## config.mk

```make
export PLATFORM = sky130hd
export DESIGN_NAME = execUnit
export DESIGN_NICKNAME = d
export VERILOG_FILES = /design/src/design/dataPkg.sv /design/src/design/isaPkg.sv /design/src/design/alu.sv /design/src/design/execUnit.sv /design/src/design/instrDecode.sv /design/src/design/regFile.sv /design/src/design/writeback.sv
export SDC_FILE = /design/constraint.sdc
export NUM_CORES = 1
export LEC_CHECK = 0
export BUFFER_PORTS_ARGS = -buffer_cell sky130_fd_sc_hd__buf_2
export CAP_MARGIN = 25
export CORE_MARGIN = 4
export CORE_UTILIZATION = 40
export DETAILED_ROUTE_END_ITERATION = 10
export PLACE_DENSITY_LB_ADDON = 0.08
export SLEW_MARGIN = 20
export SYNTH_ARGS = -nofsm -noshare
export SYNTH_HDL_FRONTEND = slang
export SYNTH_SLANG_ARGS = --single-unit
export TNS_END_PERCENT = 1
```

## constraint.sdc

```tcl
create_clock -name CLK -period 13.6 [get_ports CLK]
set_input_delay 2.72 -clock CLK [delete_from_list [all_inputs] [get_ports CLK]]
set_output_delay 2.72 -clock CLK [all_outputs]
set_load 0.03 [all_outputs]
```

## src/design/dataPkg.sv

```systemverilog
/*
 * Datapath package
 * operand width and register file geometry
 */
package dataPkg;

	localparam int dataBits = 16; /* operand and result width */

	localparam int regCount = 8; /* general registers r0..r7 */

	localparam int regIdxBits = $clog2(regCount); /* 3 bit reg index */

endpackage

```

## src/design/isaPkg.sv

```systemverilog
/*
 * ISA package for the execute slice
 * instruction word layout, opcode values and the ALU op enum
 */
package isaPkg;

	localparam int instrBits = 16; /* packed instruction word */
	localparam int opBits    = 5;  /* opcode field width */

	/* field positions, lsb of each field */
	localparam int opLsb     = 11; /* opcode in bits 15..11 */
	localparam int rdLsb     = 8;  /* destination reg in 10..8 */
	localparam int raLsb     = 5;  /* source a in 7..5 */
	localparam int rbLsb     = 2;  /* source b in 4..2 */
	localparam int useImmBit = 1;  /* operand b from imm */
	/* bit 0 reserved */

	/* arithmetic */
	localparam logic [opBits-1:0] opMove = 5'd0;
	localparam logic [opBits-1:0] opAdd  = 5'd1;
	localparam logic [opBits-1:0] opAdc  = 5'd2;  /* add with carry */
	localparam logic [opBits-1:0] opSub  = 5'd3;
	localparam logic [opBits-1:0] opSbb  = 5'd4;  /* sub with borrow */
	/* logic */
	localparam logic [opBits-1:0] opAnd  = 5'd5;
	localparam logic [opBits-1:0] opOr   = 5'd6;
	localparam logic [opBits-1:0] opXor  = 5'd7;
	/* flag only */
	localparam logic [opBits-1:0] opCmp  = 5'd12;
	localparam logic [opBits-1:0] opTest = 5'd13;
	/* single bit shifts on b */
	localparam logic [opBits-1:0] opAsr  = 5'd16;
	localparam logic [opBits-1:0] opLsr  = 5'd17;
	localparam logic [opBits-1:0] opLsl  = 5'd18;

	/* named ALU ops, any other code is reserved */
	typedef enum logic [opBits-1:0] {
		aluMove = opMove,
		aluAdd  = opAdd,
		aluAdc  = opAdc,
		aluSub  = opSub,
		aluSbb  = opSbb,
		aluAnd  = opAnd,
		aluOr   = opOr,
		aluXor  = opXor,
		aluCmp  = opCmp,
		aluTest = opTest,
		aluAsr  = opAsr,
		aluLsr  = opLsr,
		aluLsl  = opLsl
	} aluOpT;

endpackage

```

## src/design/alu.sv

```systemverilog
/*
 * Flag keeping ALU
 * computes the result and next carry, zero and sign flags per opcode,
 * both registered on execute and held until the next one
 */
`timescale 1ns/1ps

module alu (
	input  logic                        CLK,
	input  logic                        RSTb,
	input  logic [dataPkg::dataBits-1:0] A,
	input  logic [dataPkg::dataBits-1:0] B,
	input  isaPkg::aluOpT               aluOp,
	input  logic                        execute,
	output logic [dataPkg::dataBits-1:0] aluOut,
	output logic                        C, /* carry or borrow */
	output logic                        Z, /* zero */
	output logic                        S  /* sign */
);

	import isaPkg::*;
	import dataPkg::*;

	logic                carryIn;  /* held C for adc and sbb */
	logic [dataBits:0]   sumFull;  /* sum with carry out */
	logic [dataBits:0]   diffFull; /* difference with borrow out */
	logic [dataBits-1:0] andRes;
	logic [dataBits-1:0] orRes;
	logic [dataBits-1:0] xorRes;
	logic [dataBits-1:0] asrRes;
	logic [dataBits-1:0] lsrRes;
	logic [dataBits-1:0] lslRes;
	logic [dataBits-1:0] aluRes;   /* next result */
	logic                cNext;
	logic                zNext;
	logic                sNext;

	assign carryIn = ((aluOp == aluAdc) || (aluOp == aluSbb)) ? C : 1'b0;

	/* shared adder and subtractor, cmp uses the subtractor too */
	assign sumFull  = {1'b0, A} + {1'b0, B} + {{dataBits{1'b0}}, carryIn};
	assign diffFull = {1'b0, A} - {1'b0, B} - {{dataBits{1'b0}}, carryIn};

	assign andRes = A & B;
	assign orRes  = A | B;
	assign xorRes = A ^ B;

	/* one bit shifts of b */
	assign asrRes = {B[dataBits-1], B[dataBits-1:1]}; /* keep sign */
	assign lsrRes = {1'b0, B[dataBits-1:1]};
	assign lslRes = {B[dataBits-2:0], 1'b0};

	always_comb begin
		aluRes = '0;  /* reserved codes give zero */
		cNext  = C;   /* flags hold unless the op sets them */
		zNext  = Z;
		sNext  = S;

		case (aluOp)
			aluMove: begin
				aluRes = B; /* flags untouched */
			end
			aluAdd, aluAdc: begin
				aluRes = sumFull[dataBits-1:0];
				cNext  = sumFull[dataBits]; /* carry out */
				zNext  = (sumFull[dataBits-1:0] == '0);
				sNext  = sumFull[dataBits-1];
			end
			aluSub, aluSbb: begin
				aluRes = diffFull[dataBits-1:0];
				cNext  = diffFull[dataBits]; /* borrow out */
				zNext  = (diffFull[dataBits-1:0] == '0);
				sNext  = diffFull[dataBits-1];
			end
			aluAnd: begin
				aluRes = andRes;
				cNext  = 1'b0;
				zNext  = (andRes == '0);
				sNext  = andRes[dataBits-1];
			end
			aluOr: begin
				aluRes = orRes;
				cNext  = 1'b0;
				zNext  = (orRes == '0);
				sNext  = orRes[dataBits-1];
			end
			aluXor: begin
				aluRes = xorRes;
				cNext  = 1'b0;
				zNext  = (xorRes == '0);
				sNext  = xorRes[dataBits-1];
			end
			aluCmp: begin
				aluRes = A; /* subtract for flags only */
				cNext  = diffFull[dataBits];
				zNext  = (diffFull[dataBits-1:0] == '0);
				sNext  = diffFull[dataBits-1];
			end
			aluTest: begin
				aluRes = A;
				zNext  = (andRes == '0); /* only Z */
			end
			aluAsr: begin
				aluRes = asrRes;
				zNext  = (asrRes == '0);
			end
			aluLsr: begin
				aluRes = lsrRes;
				zNext  = (lsrRes == '0);
			end
			aluLsl: begin
				aluRes = lslRes;
				zNext  = (lslRes == '0);
			end
			default: begin
				aluRes = '0; /* reserved */
			end
		endcase
	end

	/* result and flags update only on an issued instruction */
	always_ff @(posedge CLK) begin
		if (!RSTb) begin
			aluOut <= '0;
			C      <= 1'b0;
			Z      <= 1'b0;
			S      <= 1'b0;
		end else if (execute) begin
			aluOut <= aluRes;
			C      <= cNext;
			Z      <= zNext;
			S      <= sNext;
		end
	end

endmodule

```

## src/design/execUnit.sv

```systemverilog
/*
 * Execute slice top
 * decode, register file read, ALU with flags and writeback,
 * one instruction per strobe with a one cycle result latency
 */
`timescale 1ns/1ps

module execUnit (
	input  logic                          CLK,
	input  logic                          RSTb,
	input  logic                          instrValid,
	input  logic [isaPkg::instrBits-1:0]  instr,
	input  logic [dataPkg::dataBits-1:0]   imm,
	output logic                          resultValid,
	output logic [dataPkg::regIdxBits-1:0] resultReg,
	output logic [dataPkg::dataBits-1:0]   result,
	output logic                          C,
	output logic                          Z,
	output logic                          S
);

	import isaPkg::*;
	import dataPkg::*;

	aluOpT                 aluOp;
	logic [regIdxBits-1:0] rd;
	logic [regIdxBits-1:0] ra;
	logic [regIdxBits-1:0] rb;
	logic                  useImm;
	logic                  wbEn;
	logic [dataBits-1:0]   rdA;
	logic [dataBits-1:0]   rdB;
	logic [dataBits-1:0]   opB;    /* selected operand b */
	logic [dataBits-1:0]   aluOut;
	logic                  we;     /* regfile write from writeback */
	logic [regIdxBits-1:0] wa;
	logic [dataBits-1:0]   wd;

	instrDecode decode0 (
		.instr(instr), .aluOp(aluOp), .rd(rd), .ra(ra), .rb(rb),
		.useImm(useImm), .wbEn(wbEn)
	);

	regFile regFile0 (
		.CLK(CLK), .RSTb(RSTb), .ra(ra), .rb(rb), .rdA(rdA), .rdB(rdB),
		.we(we), .wa(wa), .wd(wd)
	);

	assign opB = useImm ? imm : rdB; /* immediate or register */

	alu alu0 (
		.CLK(CLK), .RSTb(RSTb), .A(rdA), .B(opB), .aluOp(aluOp),
		.execute(instrValid), .aluOut(aluOut), .C(C), .Z(Z), .S(S)
	);

	writeback wb0 (
		.CLK(CLK), .RSTb(RSTb), .issue(instrValid), .wbEn(wbEn), .rd(rd),
		.aluOut(aluOut), .resultValid(resultValid), .resultReg(resultReg),
		.result(result), .we(we), .wa(wa), .wd(wd)
	);

endmodule

```

## src/design/instrDecode.sv

```systemverilog
/*
 * Instruction decoder
 * splits the packed word into opcode and register fields,
 * picks the operand b source and flags ops that write a register
 */
`timescale 1ns/1ps

module instrDecode (
	input  logic [isaPkg::instrBits-1:0]  instr,
	output isaPkg::aluOpT                 aluOp,
	output logic [dataPkg::regIdxBits-1:0] rd,
	output logic [dataPkg::regIdxBits-1:0] ra,
	output logic [dataPkg::regIdxBits-1:0] rb,
	output logic                          useImm,
	output logic                          wbEn
);

	import isaPkg::*;
	import dataPkg::*;

	/* opcode, reserved codes stay as raw values */
	assign aluOp = aluOpT'(instr[opLsb +: opBits]);

	/* register fields */
	assign rd = instr[rdLsb +: regIdxBits]; /* destination */
	assign ra = instr[raLsb +: regIdxBits]; /* operand a */
	assign rb = instr[rbLsb +: regIdxBits]; /* operand b when no imm */

	assign useImm = instr[useImmBit]; /* imm replaces rb */

	/* which ops write back to the register file */
	always_comb begin
		case (aluOp)
			/* move and arithmetic */
			aluMove,
			aluAdd,
			aluAdc,
			aluSub,
			aluSbb: begin
				wbEn = 1'b1;
			end
			/* bitwise logic */
			aluAnd,
			aluOr,
			aluXor: begin
				wbEn = 1'b1;
			end
			/* shifts */
			aluAsr,
			aluLsr,
			aluLsl: begin
				wbEn = 1'b1;
			end
			/* cmp and test touch flags only */
			aluCmp,
			aluTest: begin
				wbEn = 1'b0;
			end
			default: begin
				wbEn = 1'b0; /* reserved, no write */
			end
		endcase
	end

endmodule

```

## src/design/regFile.sv

```systemverilog
/*
 * Register file
 * eight general registers, two combinational read ports, one write
 * port and a bypass that forwards the write data to a matching read
 */
`timescale 1ns/1ps

module regFile (
	input  logic                          CLK,
	input  logic                          RSTb,
	input  logic [dataPkg::regIdxBits-1:0] ra,
	input  logic [dataPkg::regIdxBits-1:0] rb,
	output logic [dataPkg::dataBits-1:0]   rdA,
	output logic [dataPkg::dataBits-1:0]   rdB,
	input  logic                          we,
	input  logic [dataPkg::regIdxBits-1:0] wa,
	input  logic [dataPkg::dataBits-1:0]   wd
);

	import dataPkg::*;

	logic [dataBits-1:0] regs [regCount]; /* storage */

	logic bypassA; /* write hits port a */
	logic bypassB; /* write hits port b */

	always_ff @(posedge CLK) begin
		if (!RSTb) begin
			for (int i = 0; i < regCount; i++) begin
				regs[i] <= '0; /* all regs zero after reset */
			end
		end else if (we) begin
			regs[wa] <= wd;
		end
	end

	/* a write in this cycle lands at the edge, forward it now */
	assign bypassA = we && (wa == ra);
	assign bypassB = we && (wa == rb);

	assign rdA = bypassA ? wd : regs[ra];
	assign rdB = bypassB ? wd : regs[rb];

endmodule

```

## src/design/writeback.sv

```systemverilog
/*
 * Writeback stage
 * holds destination and write decision for one cycle, then raises
 * the result strobe and drives the register file write port
 */
`timescale 1ns/1ps

module writeback (
	input  logic                          CLK,
	input  logic                          RSTb,
	input  logic                          issue,
	input  logic                          wbEn,
	input  logic [dataPkg::regIdxBits-1:0] rd,
	input  logic [dataPkg::dataBits-1:0]   aluOut,
	output logic                          resultValid,
	output logic [dataPkg::regIdxBits-1:0] resultReg,
	output logic [dataPkg::dataBits-1:0]   result,
	output logic                          we,
	output logic [dataPkg::regIdxBits-1:0] wa,
	output logic [dataPkg::dataBits-1:0]   wd
);

	import dataPkg::*;

	logic                  issueQ; /* instruction at execute last cycle */
	logic                  wbEnQ;  /* it writes a register */
	logic [regIdxBits-1:0] rdQ;    /* its destination */

	always_ff @(posedge CLK) begin
		if (!RSTb) begin
			issueQ <= 1'b0;
			wbEnQ  <= 1'b0;
			rdQ    <= '0;
		end else begin
			issueQ <= issue;
			wbEnQ  <= issue & wbEn; /* no write without a strobe */
			rdQ    <= rd;
		end
	end

	/* completion strobe for every op, cmp and test too */
	assign resultValid = issueQ;
	assign resultReg   = rdQ;
	assign result      = aluOut; /* registered in the ALU */

	/* register write, lands at the end of this cycle */
	assign we = wbEnQ;
	assign wa = rdQ;
	assign wd = aluOut;

endmodule

```

==> After elaboration in Yosys (flattened, before gate mapping) <==
Memories as Yosys holds them, arrays and structs flattened.
Index checks and enable logic that the tools add are counted.
{ "classes": {"n_eq_ne": 14, "shifts": 0, "n_mul": 0, "div_mod_pow": 0, "muxes": 15, "addsub": 4, "reduce_logical": 25, "n_bitwise": 4, "magnitude_cmp": 0} }
{ "op_table": {"columns": ["op", "count"], "rows": [
  ["one-hot mux 16 bit (10 select lines)", 1],
  ["logical NOT 16 bit", 8],
  ["two-way mux 16 bit", 4],
  ["equality test 5 x 3 -> 1 bit (second input constant)", 4],
  ["adder 16 x 16 -> 17 bit", 1],
  ["adder 17 x 1 -> 17 bit", 1],
  ["subtractor 16 x 16 -> 17 bit", 1],
  ["subtractor 17 x 1 -> 17 bit", 1],
  ["AND 16 bit", 1],
  ["bitwise OR 16 bit", 1],
  ["OR reduction 16 bit", 1],
  ["XOR 16 bit", 1],
  ["equality test 5 bit (second input constant)", 3],
  ["equality test 5 x 2 -> 1 bit (second input constant)", 2],
  ["equality test 5 x 4 -> 1 bit (second input constant)", 2],
  ["one-hot mux 1 bit (8 select lines)", 1],
  ["nonzero test 8 bit", 1],
  ["OR reduction 2 bit", 4],
  ["equality test 3 bit", 2],
  ["two-way mux 1 bit", 6],
  ["AND reduction 2 bit", 3],
  ["OR reduction 3 bit", 2],
  ["equality test 5 x 1 -> 1 bit (second input constant)", 1],
  ["logical NOT 5 bit", 1],
  ["8 further kinds", 9]
]} }
{ "totals": {"register_bits": 24, "mem_count": 2, "ram_bits": 128, "wordCells": 71, "input_bits": 35, "out_inout_bits": 23, "mem_bits_ro": 32, "latchBits": 0} }
{ "mem_list": {"columns": ["memory", "words", "width", "rd", "rd_clocked_by_memory_dff", "wr", "line", "text"], "rows": [
  ["regFile0.regs", 8, 16, 2, 0, 8, "regFile.sv:22", "logic [dataBits-1:0] regs [regCount]; /* storage */"],
  ["(no name shown)", 32, 1, 1, 0, 0, "instrDecode.sv:33", "case (aluOp)"]
]} }

==> Logic depth before layout (Yosys ltp) <==
{ "depth": {"depth_word": 8, "ltp_mapped": 24, "depth_no_buf": 20} }

==> By module <==
Synthesis repeated with hierarchy kept, for this count alone.
{ "hier_totals": {"hier_cells": 1097, "hier_area_um2": 12390.6} }
{ "modules_own_cells": {"columns": ["module", "instances", "area_per_inst_um2", "seq_area_each_um2", "cells_per_inst"], "rows": [
  ["regFile", 1, 7440.9, 3843.7, 446],
  ["alu", 1, 4172.8, 380.4, 571],
  ["writeback", 1, 399.1, 100.1, 45],
  ["execUnit", 1, 249.0, 0.0, 18],
  ["instrDecode", 1, 128.9, 0.0, 17]
]} }

==> Worst setup path before layout <==
Ideal clock, no wire load.
{ "synth_timing": {"kind": "input-to-reg", "start": "in instr[2] in the netlist's numbering", "end": "reg alu0.Z", "arrival_time_ns": 7.515, "cell_stages": 23, "setup_time_ns": 0.096, "path_slack_ns": 5.989, "required_ns": 13.504, "path_buffers": 3, "path_cell_list": "buf_2 > buf_2 > buf_2 > mux4_2 > mux2i_1 > nand2_1 > o21ai_0 > o21a_1 > inv_1 > xnor2_1 > ha_1 > a21o_1 > inv_1 > fa_1 > nand2b_1 > a21oi_1 > o31ai_1 > nor2_1 > xnor2_1 > or4_1 > nor3_1 > or4b_1 > o41ai_2"} }
{ "synth_via": {"elab_chain_len": 8, "elab_cells_between_ends": 21, "cone_classes": "add/sub (4); eq/ne (1); mux (3); bitwise (3); reduce/logical (9); memory (1)"} }
{ "synth_lines": {"columns": ["element", "line", "text"], "rows": [
  ["from (decl)", "execUnit.sv:12", "input logic [isaPkg::instrBits-1:0] instr,"],
  ["branches (longest 2 deep; another with memory (8 x 16 bit))", null, null],
  ["two-way mux 16 bit *", "regFile.sv:42", "assign rdB = bypassB ? wd : regs[rb];"],
  ["two-way mux 16 bit *", "execUnit.sv:49", "assign opB = useImm ? imm : rdB; /* immediate or register */"],
  ["subtractor 16 x 16 -> 17 bit or adder 16 x 16 -> 17 bit (tied branches)", "alu.sv:42, alu.sv:41", null],
  ["subtractor 17 x 1 -> 17 bit or adder 17 x 1 -> 17 bit (tied branches)", "alu.sv:42, alu.sv:41", null],
  ["logical NOT 16 bit (on tied branches)", "alu.sv:72, alu.sv:96, alu.sv:66", null],
  ["one-hot mux 1 bit (8 select lines) *", "alu.sv:59", "case (aluOp)"],
  ["to (signal assigned)", "alu.sv:131", "Z <= zNext;"],
  ["to (decl)", "alu.sv:17", "output logic Z, /* zero */"]
]} }
Every way passes the cells marked *.
A chain may end at the register's enable or synchronous reset.

==> Worst setup path in the final report <==
Same ends and word-level chain as after synthesis.

==> flow_metrics.tcl <==
set metrics [dict create \
    ios 58 \
    yosysUniqueCellTypes 75 \
    end_kind "flop" \
    htreeDepth 4 \
    avgViaCountPerCell 6.03 \
    postCtsSetupBuffers 0 \
    critPathMaxFanout 33 \
    r2r_setup_slack_ns 7.82 \
    max_cap_viol_count 0 \
    worst_slack_ns 5.33 \
    drtIter0Drc 842 \
    wl_per_cell_um 25.5 \
    crit_path_start_kind "input port" \
    finalSetupViolations 0 \
    die_width_um 180 \
    hold_end "alu0.S$_SDFFE_PN0P_" \
    n_antenna_cell 0 \
    fp-row-count 62 \
    fp.dieH_um 180 \
    hold_viol 0 \
    synth_area_um2 11900 \
    post-place-ws_ns 4.58 \
    skew_ns 0.0122 \
    layout_commonest_cell "edfxtp_1" \
    clkTransAtPathRegs_ns 0.07 \
    cts.root.buffer_cell "clkbuf_16" \
    dr.pass1.iters 5 \
    power_density_nw_per_um2 114 \
    cts.sinks 152 \
    ant_nets 0 \
    ir_drop_mv 0.0639 \
    drive_above_1_share 0.186 \
    min_path_type "flop to flop" \
    status "completed" \
    arrival_ns 8.61 \
    grt-ovfl-total 0 \
    ys_ff_latch 152 \
    grt_pass1_wl_um 61200 \
    whs_path_depth 2 \
    synth_area_leaders "edfxtp_1 (32%), mux4_2 (12%), ha_1 (6.4%)" \
    grt_usage 0.246 \
    grt_setup_unrepaired "false" \
    start_util 0.410 \
    synth_fp_nets 1275 \
    cp-startpoint "instr[2]" \
    mostFrequentLayoutCells "edfxtp_1 (128), and2_1 (114), nand2_1 (77), mux4_2 (64), inv_1 (64)" \
    yosysTopAreaCell "edfxtp_1" \
    criticalPathCategory "input port to flop" \
    nets 1289 \
    grt_max_degree 46 \
    reg2reg_from "wb0.resultReg[2]$_SDFF_PN0_" \
    yosys_warnings 0 \
    cts_tree "built" \
    max-clock-path-buffers 2 \
    coreArea_um2 29000 \
    period_share 0.608 \
    avgSynthCellArea_um2 10.1 \
    period_needed_ns 8.27 \
    fmax_mhz 121 \
    yosys_most_used_dff "edfxtp_1" \
    syn_to_final_growth_pct 11.0 \
    vias 9577 \
    reg2reg_depth 15 \
    postLayoutCoreUtil 0.455 \
    cts_hold_buffers 0 \
    die_area_um2 32500 \
    leakage_uw 0.00513 \
    tightest_slew_ns 1.03 \
    gp_congestion 0.972 \
    ys_async_sr_fraction 0 \
    fillers 2854 \
    cp.required_ns 13.94 \
    drc_errors 0 \
    setup_tns_ns 0 \
    antenna_found_initial 1 \
    dp_hpwl_um 29300 \
    seq_area_frac_synth 0.364 \
    r2r-end "alu0.Z$_SDFFE_PN0P_" \
    synth_edf_count 128 \
    wirelength_um 40500 \
    grt_pass1_vias 9580 \
    cts_buffers 17 \
    cts_resized 0 \
    netlist.area_leader.share 0.323 \
    syn_inst 1176 \
    io_buffers 56 \
    maxSlewHeadroom 0.312 \
    slew_viol_final 0 \
    clk_latency_ns 0.43 \
    holdWs_ns 0.493 \
    hold_start "alu0.S$_SDFFE_PN0P_" \
]
[final cells by class]
class | instances | area, um^2 | area share
Inverter | 66 | 248 | 0.0188
Multi-Input combinational cell | 863 | 6970 | 0.528
Sequential cell | 152 | 4320 | 0.328
Timing Repair Buffer | 90 | 556 | 0.0421
Clock buffer | 17 | 425 | 0.0323
Tap cell | 384 | 480 | 0.0364
Clock inverter | 15 | 189 | 0.0143
[where the power goes]
part | switching, uW | total (uW) | internal, uW
Clock | 222 | 501 | 279
Combinational | 291 | 467 | 175
Sequential | 14.3 | 534 | 520
Total | 528 | 1500 | 974
[critical path: stages]
cell	delay (ns)
buf_2	0.08
buf_4	0.55
mux4_2	0.58
mux2i_1	0.36
a211oi_1	0.14
a21oi_1	0.35
inv_1	0.20
ha_1	0.56
ha_1	0.36
or2_2	0.33
a21oi_1	0.32
or2_2	0.19
nor2_1	0.05
a311oi_1	0.62
mux2_2	0.45
or4b_1	0.52
o41ai_2	0.20
[sequential cells by signal, summed over array words and instances (netlist names)]
name	cells
wb0.we	1
alu0.aluOut	16
alu0.Z	1
alu0.S	1
alu0.C	1
regFile0.regs	128
wb0.resultReg	3
wb0.resultValid	1
[cells in the mapped netlist, drive strengths merged (4+ instances only)]
master	number
a2111oi	4
a211oi	6
a21boi	4
a21o	16
a21oi	61
a221oi	19
a22oi	10
a31oi	4
and2	114
and3	5
and4	4
buf	18
clkbuf	77
dfxtp	24
edfxtp	128
ha	61
inv	64
mux2	19
mux2i	34
mux4	64
nand2	77
nand2b	18
nand3	16
nand4	12
nand4b	5
nor2	59
nor2b	5
nor3	42
nor4	21
o21a	4
o21ai	61
o221ai	8
o22ai	9
o311ai	7
o31a	4
o31ai	6
or3	8
or4	5
xnor2	16
xor2	12
[worst max-delay path by stage]
| stage | endpoint | slack [ns] | cells past startpoint |
|---|---|---|---|
| 6_report | alu0.Z$_SDFFE_PN0P_ | 5.33 | 17 |
| 5_1_grt | alu0.Z$_SDFFE_PN0P_ | 4.95 | 17 |
| 2_1_floorplan | alu0.Z$_SDFFE_PN0P_ | 5.99 | 23 |
| 4_1_cts | alu0.Z$_SDFFE_PN0P_ | 5.04 | 16 |
| 3_5_place_dp | alu0.Z$_SDFFE_PN0P_ | 4.58 | 16 |
| 3_3_place_gp | alu0.Z$_SDFFE_PN0P_ | 4.73 | 16 |
[per-stage QoR]
step / std cells / total power (uW) / area (um^2)
finish: 1587 / 1500 / 13200
global route: 1587 / 1570 / 13200
global placement: 1553 / 1000 / 12500
detailed placement: 1554 / 1000 / 12500
CTS: 1586 / 1500 / 13200
floorplan: 1176 / 864 / 11900
[metal layers]
layer | share of wire | vias to the layer above | GRT usage | wire, um
met5 | 0 | - | 0 | 0
met4 | 0.034 | 0 | 0.0904 | 1390
met3 | 0.038 | 61 | 0.0212 | 1550
met1 | 0.42 | 4775 | 0.316 | 17100
li1 | - | 4454 | - | -
met2 | 0.50 | 287 | 0.435 | 20400
[logic make-up (layout without fill, tap and decap cells)]
logic type | after synthesis | after routing | share of synthesized area
AO/OA/AOI/OAI | 251 | 251 | 0.142
XOR/XNOR | 28 | 28 | 0.0206
adder cells (fa/ha/maj) | 64 | 64 | 0.0693
buffers and inverters | 161 | 188 | 0.0522
flip-flops | 152 | 152 | 0.364
multiplexers | 117 | 117 | 0.170
AND/OR/NAND/NOR | 403 | 403 | 0.182
No activity file was read; power rests on OpenSTA's default activity.
